## src/source/pcxt_loader_pkg.sv

```systemverilog
package pcxt_loader_pkg;

	//////////////////////////////
	// download and bus payloads
	//////////////////////////////

	// one byte from the download channel
	typedef struct packed {
		logic [7:0]  index;
		logic [24:0] addr;
		logic [7:0]  data;
	} ioctl_byte_t;

	// one decoded memory write, valid is a strobe
	typedef struct packed {
		logic        valid;
		logic [19:0] addr;
		logic [7:0]  data;
	} bus_write_t;

	// cpu rate, code 3 falls back to the slow rate
	typedef enum logic [1:0] {
		SPEED_4M77 = 2'd0,
		SPEED_7M16 = 2'd1,
		SPEED_14M3 = 2'd2
	} cpu_speed_e;

	//////////////////////////////
	// memory map
	//////////////////////////////

	// main bios window, 64k
	localparam logic [19:0] BIOS_BASE  = 20'hF0000;
	// disk bios window, 16k
	localparam logic [19:0] XTIDE_BASE = 20'hEC000;

	// download indexes
	localparam logic [7:0] IDX_BIOS_PCXT  = 8'd0;
	localparam logic [7:0] IDX_BIOS_TANDY = 8'd1;
	localparam logic [7:0] IDX_XTIDE      = 8'd2;

	// clk_chipset cycles per cpu tick
	localparam logic [7:0] DIV_4M77 = 8'd10;
	localparam logic [7:0] DIV_7M16 = 8'd7;
	localparam logic [7:0] DIV_14M3 = 8'd3;

	// write strobe length in cpu ticks
	localparam logic [2:0] WRITE_TICKS = 3'd4;

endpackage

```

## src/source/bus_write_sequencer.sv

```systemverilog
`timescale 1ns/100ps

module bus_write_sequencer (
	input  logic                       clk_chipset,
	input  logic                       reset_wire,
	input  logic                       download_i,
	input  pcxt_loader_pkg::bus_write_t req_i,
	input  logic                       cpu_tick_i,
	output logic                       ext_access_request_o,
	output logic                       mem_write_n_o,
	output logic [19:0]                bus_addr_o,
	output logic [7:0]                 bus_data_o
);

	import pcxt_loader_pkg::*;

	typedef enum logic {
		ST_IDLE   = 1'b0,
		ST_STROBE = 1'b1
	} seq_state_e;

	seq_state_e  state;
	logic [2:0]  tick_cnt;
	logic        last_tick;

	logic        ext_req_q;
	logic        write_n_q;
	logic [19:0] addr_q;
	logic [7:0]  data_q;

	// final tick of the strobe
	assign last_tick = cpu_tick_i && (tick_cnt == WRITE_TICKS - 3'd1);

	//////////////////////////////
	// bus claim
	//////////////////////////////

	// chipset gives the bus to us for the whole download
	always_ff @(posedge clk_chipset or posedge reset_wire) begin
		if (reset_wire)
			ext_req_q <= 1'b0;
		else
			ext_req_q <= download_i;
	end

	//////////////////////////////
	// write cycle FSM
	//////////////////////////////

	always_ff @(posedge clk_chipset or posedge reset_wire) begin
		if (reset_wire) begin
			state     <= ST_IDLE;
			tick_cnt  <= 3'd0;
			write_n_q <= 1'b1;
			addr_q    <= 20'hFFFFF;
			data_q    <= 8'hFF;
		end
		else begin
			case (state)
				ST_IDLE: begin
					tick_cnt <= 3'd0;
					if (req_i.valid) begin
						// start the strobe, address and data held through it
						write_n_q <= 1'b0;
						addr_q    <= req_i.addr;
						data_q    <= req_i.data;
						state     <= ST_STROBE;
					end
				end
				ST_STROBE: begin
					// new requests ignored in here
					// download_i dropping does not cut the cycle short
					if (last_tick) begin
						write_n_q <= 1'b1;
						addr_q    <= 20'hFFFFF;
						data_q    <= 8'hFF;
						tick_cnt  <= 3'd0;
						state     <= ST_IDLE;
					end
					else if (cpu_tick_i) begin
						tick_cnt <= tick_cnt + 3'd1;
					end
				end
				default: begin
					state     <= ST_IDLE;
					write_n_q <= 1'b1;
				end
			endcase
		end
	end

	assign ext_access_request_o = ext_req_q;
	assign mem_write_n_o        = write_n_q;
	// idle value is all ones, like a floating bus
	assign bus_addr_o           = addr_q;
	assign bus_data_o           = data_q;

endmodule

```

## src/source/cpu_clock_select.sv

```systemverilog
`timescale 1ns/100ps

module cpu_clock_select (
	input  logic                       clk_chipset,
	input  logic                       reset_wire,
	input  logic                       sys_reset_i,
	input  pcxt_loader_pkg::cpu_speed_e speed_i,
	output logic                       cpu_tick_o
);

	import pcxt_loader_pkg::*;

	logic [7:0] div_sel;
	logic [7:0] cnt;
	logic       tick_q;

	//////////////////////////////
	// divisor select
	//////////////////////////////

	// 14.318 / 3, 14.318 / 2, 14.318 at the 50 MHz chipset clock
	always_comb begin
		case (speed_i)
			SPEED_7M16: div_sel = DIV_7M16;
			SPEED_14M3: div_sel = DIV_14M3;
			// code 3 too
			default:    div_sel = DIV_4M77;
		endcase
	end

	//////////////////////////////
	// tick counter
	//////////////////////////////

	// counts down to zero, tick on reload
	// new speed only picked up at the reload
	always_ff @(posedge clk_chipset or posedge reset_wire) begin
		if (reset_wire) begin
			cnt    <= DIV_4M77 - 8'd1;
			tick_q <= 1'b0;
		end
		else if (sys_reset_i) begin
			// quiet until the system is out of reset
			cnt    <= div_sel - 8'd1;
			tick_q <= 1'b0;
		end
		else if (cnt == 8'd0) begin
			cnt    <= div_sel - 8'd1;
			tick_q <= 1'b1;
		end
		else begin
			cnt    <= cnt - 8'd1;
			tick_q <= 1'b0;
		end
	end

	// one chipset cycle wide
	assign cpu_tick_o = tick_q;

endmodule

```

## src/source/ioctl_decode.sv

```systemverilog
`timescale 1ns/100ps

module ioctl_decode #(
	parameter int DL_ADDR_W = 25
) (
	input  logic                        clk_chipset,
	input  logic                        reset_wire,
	input  logic                        ioctl_wr_i,
	input  pcxt_loader_pkg::ioctl_byte_t ioctl_i,
	output pcxt_loader_pkg::bus_write_t  req_o
);

	import pcxt_loader_pkg::*;

	// upper download address bits select the image half
	localparam int HI_W = DL_ADDR_W - 16;

	logic [HI_W-1:0] addr_hi;
	logic            hit_bios;
	logic            hit_xtide;
	logic [19:0]     bus_addr;

	logic            valid_q;
	logic [19:0]     addr_q;
	logic [7:0]      data_q;

	assign addr_hi = ioctl_i.addr[DL_ADDR_W-1:16];

	//////////////////////////////
	// window decode
	//////////////////////////////

	// pcxt or tandy image in its first 64k
	assign hit_bios = (ioctl_i.index == IDX_BIOS_PCXT || ioctl_i.index == IDX_BIOS_TANDY) &&
		(addr_hi == '0);

	// xtide image or the second 64k of a pcxt download
	assign hit_xtide = (ioctl_i.index == IDX_XTIDE) ||
		(ioctl_i.index == IDX_BIOS_PCXT && addr_hi == HI_W'(1));

	// base keeps the top bits and download supplies the offset
	always_comb begin
		if (hit_bios)
			bus_addr = {BIOS_BASE[19:16], ioctl_i.addr[15:0]};
		else
			bus_addr = {XTIDE_BASE[19:14], ioctl_i.addr[13:0]};
	end

	// unmapped bytes are dropped here
	always_ff @(posedge clk_chipset or posedge reset_wire) begin
		if (reset_wire)
			valid_q <= 1'b0;
		else
			valid_q <= ioctl_wr_i & (hit_bios | hit_xtide);
	end

	// payload only moves on a strobe
	always_ff @(posedge clk_chipset or posedge reset_wire) begin
		if (reset_wire) begin
			addr_q <= '0;
			data_q <= '0;
		end
		else if (ioctl_wr_i) begin
			addr_q <= bus_addr;
			data_q <= ioctl_i.data;
		end
	end

	assign req_o = '{valid: valid_q, addr: addr_q, data: data_q};

endmodule

```

## src/source/pcxt_loader_top.sv

```systemverilog
`timescale 1ns/100ps

module pcxt_loader_top #(
	parameter logic [15:0] RESET_HOLD      = 16'd65535,
	parameter logic [15:0] CPU_RESET_DELAY = 16'd42,
	parameter int          DL_ADDR_W       = 25
) (
	input  logic                         clk_chipset,
	input  logic                         reset_wire,

	// download channel
	input  logic                         download_i,
	input  logic                         ioctl_wr_i,
	input  pcxt_loader_pkg::ioctl_byte_t ioctl_i,

	// cpu rate
	input  pcxt_loader_pkg::cpu_speed_e  speed_i,

	// sound sources
	input  logic signed [15:0]           opl_i,
	input  logic                         speaker_i,
	input  logic [13:0]                  tandy_i,

	// system bus write side
	output logic                         ext_access_request_o,
	output logic                         mem_write_n_o,
	output logic [19:0]                  bus_addr_o,
	output logic [7:0]                   bus_data_o,

	// resets
	output logic                         sys_reset_o,
	output logic                         cpu_reset_o,

	// audio
	output logic [15:0]                  mix_o
);

	import pcxt_loader_pkg::*;

	bus_write_t req;
	logic       cpu_tick;

	//////////////////////////////
	// rom download path
	//////////////////////////////

	ioctl_decode #(
		.DL_ADDR_W (DL_ADDR_W)
	) u_ioctl_decode (
		.clk_chipset (clk_chipset),
		.reset_wire  (reset_wire),
		.ioctl_wr_i  (ioctl_wr_i),
		.ioctl_i     (ioctl_i),
		.req_o       (req)
	);

	// write timing follows the cpu rate
	cpu_clock_select u_cpu_clock_select (
		.clk_chipset (clk_chipset),
		.reset_wire  (reset_wire),
		.sys_reset_i (sys_reset_o),
		.speed_i     (speed_i),
		.cpu_tick_o  (cpu_tick)
	);

	bus_write_sequencer u_bus_write_sequencer (
		.clk_chipset          (clk_chipset),
		.reset_wire           (reset_wire),
		.download_i           (download_i),
		.req_i                (req),
		.cpu_tick_i           (cpu_tick),
		.ext_access_request_o (ext_access_request_o),
		.mem_write_n_o        (mem_write_n_o),
		.bus_addr_o           (bus_addr_o),
		.bus_data_o           (bus_data_o)
	);

	//////////////////////////////
	// system control
	//////////////////////////////

	reset_sequencer #(
		.RESET_HOLD      (RESET_HOLD),
		.CPU_RESET_DELAY (CPU_RESET_DELAY)
	) u_reset_sequencer (
		.clk_chipset (clk_chipset),
		.reset_wire  (reset_wire),
		.sys_reset_o (sys_reset_o),
		.cpu_reset_o (cpu_reset_o)
	);

	sound_mixer u_sound_mixer (
		.clk_chipset (clk_chipset),
		.reset_wire  (reset_wire),
		.opl_i       (opl_i),
		.speaker_i   (speaker_i),
		.tandy_i     (tandy_i),
		.mix_o       (mix_o)
	);

endmodule

```

## src/source/reset_sequencer.sv

```systemverilog
`timescale 1ns/100ps

module reset_sequencer #(
	parameter logic [15:0] RESET_HOLD      = 16'd65535,
	parameter logic [15:0] CPU_RESET_DELAY = 16'd42
) (
	input  logic clk_chipset,
	input  logic reset_wire,
	output logic sys_reset_o,
	output logic cpu_reset_o
);

	logic [15:0] sys_cnt;
	logic        sys_reset_q;
	logic [15:0] cpu_cnt;
	logic        cpu_reset_q;

	//////////////////////////////
	// system reset stretch
	//////////////////////////////

	// held RESET_HOLD cycles past the release of reset_wire
	always_ff @(posedge clk_chipset or posedge reset_wire) begin
		if (reset_wire) begin
			sys_reset_q <= 1'b1;
			sys_cnt     <= 16'd0;
		end
		else if (sys_reset_q) begin
			if (sys_cnt == RESET_HOLD - 16'd1)
				sys_reset_q <= 1'b0;
			else
				sys_cnt <= sys_cnt + 16'd1;
		end
	end

	//////////////////////////////
	// cpu reset delay
	//////////////////////////////

	// starts counting once sys_reset is low
	// lets the chipset settle before the cpu fetches
	always_ff @(posedge clk_chipset or posedge reset_wire) begin
		if (reset_wire) begin
			cpu_reset_q <= 1'b1;
			cpu_cnt     <= 16'd0;
		end
		else if (sys_reset_q) begin
			cpu_reset_q <= 1'b1;
			cpu_cnt     <= 16'd0;
		end
		else if (cpu_reset_q) begin
			if (cpu_cnt == CPU_RESET_DELAY - 16'd1)
				cpu_reset_q <= 1'b0;
			else
				cpu_cnt <= cpu_cnt + 16'd1;
		end
	end

	assign sys_reset_o = sys_reset_q;
	assign cpu_reset_o = cpu_reset_q;

endmodule

```

## src/source/sound_mixer.sv

```systemverilog
`timescale 1ns/100ps

module sound_mixer (
	input  logic               clk_chipset,
	input  logic               reset_wire,
	input  logic signed [15:0] opl_i,
	input  logic               speaker_i,
	input  logic [13:0]        tandy_i,
	output logic [15:0]        mix_o
);

	logic [16:0] opl_ext;
	logic [16:0] spk_term;
	logic [16:0] tandy_term;
	logic [16:0] sum;
	logic [15:0] mix_q;

	//////////////////////////////
	// source scaling
	//////////////////////////////

	// fm is signed, one extra sign bit
	assign opl_ext = {opl_i[15], opl_i};

	// speaker drives a fixed level when low
	assign spk_term = speaker_i ? 17'd0 : 17'd16384;

	// tone generator, x4
	assign tandy_term = {1'b0, tandy_i, 2'b00};

	// wraps in 17 bits
	assign sum = opl_ext + spk_term + tandy_term;

	//////////////////////////////
	// output register
	//////////////////////////////

	// halved to fit 16 bits
	always_ff @(posedge clk_chipset or posedge reset_wire) begin
		if (reset_wire)
			mix_q <= 16'd0;
		else
			mix_q <= sum[16:1];
	end

	assign mix_o = mix_q;

endmodule
```

## config.mk

```make
export PLATFORM = sky130hd
export DESIGN_NAME = pcxt_loader_top
export DESIGN_NICKNAME = d
export VERILOG_FILES = /design/src/source/pcxt_loader_pkg.sv /design/src/source/bus_write_sequencer.sv /design/src/source/cpu_clock_select.sv /design/src/source/ioctl_decode.sv /design/src/source/pcxt_loader_top.sv /design/src/source/reset_sequencer.sv /design/src/source/sound_mixer.sv
export SDC_FILE = /design/constraint.sdc
export NUM_CORES = 1
export LEC_CHECK = 0
export BUFFER_PORTS_ARGS = -buffer_cell sky130_fd_sc_hd__buf_2
export CAP_MARGIN = 0
export CORE_UTILIZATION = 40
export CTS_BUF_LIST = sky130_fd_sc_hd__clkbuf_4 sky130_fd_sc_hd__clkbuf_8
export CTS_CLUSTER_SIZE = 12
export DETAILED_ROUTE_END_ITERATION = 8
export PLACE_DENSITY = 0.69
export SLEW_MARGIN = 20
export SYNTH_ARGS = -nofsm -noshare
export SYNTH_HDL_FRONTEND = slang
export SYNTH_SLANG_ARGS = --single-unit
export TNS_END_PERCENT = 20
```

## constraint.sdc

```tcl
create_clock -name clk_chipset -period 8.1 [get_ports clk_chipset]
set_clock_uncertainty 0.05 [all_clocks]
set_input_delay 0.405 -clock clk_chipset [delete_from_list [all_inputs] [get_ports clk_chipset]]
set_output_delay 0.405 -clock clk_chipset [all_outputs]
set_load 0.1 [all_outputs]
```

==> impl_results.md <==
* Run status: complete, but fails checks
* Failing checks: design-rule violations
* Ratio of cells with drive above 1 in the final layout at around 33%
* Crit path time final at 2.43 ns
* Slowest cell delay on critical path at 0.53 ns
* Largest family of logic cells by synthesized area: simple AND/OR/NAND/NOR gates
* Critical path cell sequence: buf_2 -> ha_1 -> ha_1 -> fa_1 -> a21o_1 -> a221oi_1 -> o21bai_1 -> o311ai_0
* Met3 wire length at 680 um
* Die area at approximately 15000 sq um
* Largest net degree at the start of global routing at 76
* Post-Syn Area at 5650 sq um
* CTS Buf Count at 17
* DR DRC count at 2
* Core area at 13800 sq um
* Vias per cell at 5.04
* Reg clk slew, reported paths at roughly 0.070 ns
* Worst Path Arrival at ~2.7 ns
* Hold Violations, Final at 0
* CTS tree: yes
* Area growth, synth to finish at 22.1%
* Yosys warns at 0
* Post-route non-filler standard cell count at 847
* DR WL met2 at 5590 um
* Setup TNS at 0 ns
* I/O Buffers at 124
* CTS H-tree lvls at 4
* Final HPWL from detailed placement at a little over 8000 um
* RSZ-0062 raised after global routing: false
* Synth top area share at 38.6%
* Final setup violation count at 0
* Max-Cap Viols at 0
* Peak VDD IR at roughly 0.19 mV
* 1st-iter DRT viols at 222
* Distinct cells, synth at 50
* Mux share of post-synthesis cell area at 5.27%
* Delay-heaviest family, CP: compound AO/OA/AOI/OAI gates
* Kind of critical path: in2reg
* Vias in the first global route at 4305
* Syn Area/Cell at 10.7 sq um
* Tot GR Track Use at 17.3%
* Post-Syn Nets at 641
* Antenna Diode Count at 0
* Worst path bufs/invs at 1
* Antenna-violating nets left at 0
* Clk Latency, worst-skew pair at around 0.43 ns
* Synthesized flop and latch total at 118
* Root Driver: clkbuf_8
* PostCTS Resize Cnt at 0
* Crit end category: register
* WL/cell at 13.7 um
* Slew Viols, Final at 0
* Worst EP required at 8.37 ns
* Hold_ws at 0.138 ns
* Max-slew headroom at 38.2%
* Congestion Overflow GR at 0
* Worst Tran Pin Value at approximately 0.92 ns
* Most used cell, CP: ha_1
* # IOs at around 130
* DR pass1 iterations at 6
* Async S/R FF share, synth at 100%
* Post-synth top flop: dfrtp_1
* Nets at 768
* # Post-CTS Setup Buffers at 0
* Synth area leaders: dfrtp_1, dfstp_2, ha_1
* Slowest CP cell: a221oi_1
* Metal-1 WL at 5080 um
* CP startpoint kind: input port
* Critical path peak fanout at 3
* Die Height at 121 um
* Instance count on the critical path at 8
* PD cells at 249 nW/um^2
* Leak at 3.38 nW
* Xor and xnor fraction of the mapped netlist area at 6.36%
* Sequential area share after synthesis at 53.0%
* Tcrit/Tclk final at 30.0%
* Largest area contributor in the netlist: dfrtp_1
* Worst Hold Depth at 2
* Starting Density at 40.8%
* Post-synthesis compound-gate area fraction at 7.51%
* Fmax at 0.412 GHz
* Hold Path Class: in2reg
* Simple-gate share of the synthesized area at about 17%
* Highest metal used: met4
* CTS Hold Bufs at 3
* FF+latch area at around 3000 sq um
* EDFF count, synth at 0
* Routed WL at 11600 um
* Bufs on Longest Clock Path at 2
* Adder-Cell Fraction of Synth Area at 8.24%
* Multi-input gate area at roughly 2500 sq um
* First-pass GRT wire length at roughly 20000 um
* Gpl congestion at about 0.89
* Initial antenna violation count at 0
* Total number of vias at 4269
* Cells after Synth at ~530
* Num rows at 43
* Clock sink count at 118
* Fill count at around 1.2k
* Die X at about 120 um
* Final Util at 49.9%
* Placed instance count at 811
* Reg2Reg Depth at 6
==> state kept, by name, summed over array words and instances, names as in the netlist <==
register / count
u_bus_write_sequencer.bus_addr_o: 18
u_bus_write_sequencer.bus_data_o: 8
u_bus_write_sequencer.ext_access_request_o: 1
u_bus_write_sequencer.mem_write_n_o: 1
u_bus_write_sequencer.state: 1
u_bus_write_sequencer.tick_cnt: 3
u_cpu_clock_select.cnt: 8
u_cpu_clock_select.cpu_tick_o: 1
u_ioctl_decode.addr_q: 18
u_ioctl_decode.data_q: 8
u_ioctl_decode.valid_q: 1
u_reset_sequencer.cpu_cnt: 16
u_reset_sequencer.cpu_reset_o: 1
u_reset_sequencer.sys_cnt: 16
u_reset_sequencer.sys_reset_o: 1
u_sound_mixer.mix_o: 16
==> final cells by class <==
cell class / count / area share [%]
clock buffers: 20 / 3.81
clock inverters: 12 / 2.56
inverters: 20 / 1.12
multi-input cells: 368 / 36.2
flip-flops and latches: 118 / 43.4
well taps: 180 / 3.27
repair buffers: 129 / 9.71
==> stage by stage <==
stage	cell area [sq um]	power, W	setup WS [ns]
final	6900	0.00172	5.67
after floorplan	5650	0.00106	4.57
after global placement	6410	0.00113	5.23
after detailed placement	6410	0.00114	5.23
after global routing	6900	0.00180	5.47
after CTS	6880	0.00174	5.70
==> Yosys cell counts (4+ instances only) <==
master / instances
mux2_2: 22
o21ai_0: 26
xnor2_1: 22
xor2_1: 19
a21oi_1: 15
or4_1: 4
mux2i_1: 5
a21o_1: 7
dfrtp_1: 87
clkbuf_1: 18
and3_1: 4
nand2_1: 75
nand2b_1: 4
nor3_1: 10
nand3_1: 22
ha_1: 34
inv_1: 20
nor4_1: 7
nor2_1: 37
dfstp_2: 31
nand4_1: 13
==> logic make-up after synthesis <==
logic type,count (synthesis)
xor+xnor,41
simple gates,196
mux,27
flops,118
fa+ha+maj,36
buf+inv,41
compound gates,68
==> where the power goes <==
part	leakage (nW)	internal (W)	switching, W
clock	0.220	0.000350	0.000235
combinational	1.74	0.000112	0.000324
sequential	1.42	0.000660	0.0000360
total	3.38	0.00112	0.000595
==> path summary, 6_finish.rpt <==
path	from	endpoint	slack, ns
max	opl_i[3]	u_sound_mixer.mix_o[12]	5.67
min	tandy_i[0]	u_sound_mixer.mix_o[1]	0.14
max reg2reg	u_reset_sequencer.cpu_cnt[0]	u_reset_sequencer.cpu_cnt[6]	5.96
min reg2reg	u_ioctl_decode.addr_q[18]	u_bus_write_sequencer.bus_addr_o[18]	0.42
max in group asynchronous	reset_wire	u_sound_mixer.mix_o[13]	6.13
min in group asynchronous	reset_wire	u_reset_sequencer.cpu_cnt[15]	0.55
==> layer usage <==
| metal | GRT usage (%) | vias up |
|---|---|---|
| met5 | 0 | - |
| met2 | 28.4 | 117 |
| li1 | - | 2073 |
| met4 | 8.10 | 0 |
| met3 | 5.24 | 20 |
| met1 | 20.9 | 2059 |
==> cells in the final DEF, fill, tap and decap left out, types with 3 or more instances in the layout <==
master	instances
buf_2	124
dfrtp_1	87
nand2_1	75
nor2_1	37
ha_1	34
dfstp_2	31
o21ai_0	26
nand3_1	22
mux2_2	22
xnor2_1	22
xor2_1	19
inv_1	19
clkbuf_8	18
a21oi_1	15
nand4_1	13
nor3_1	10
nor4_1	7
a21o_1	7
mux2i_1	5
or4_1	4
and3_1	4
nand2b_1	4
bufinv_16	4
a211oi_1	3
and2_1	3
clkinv_2	3
dlygate4sd3_1	3
(Power assumes the default switching activity.)
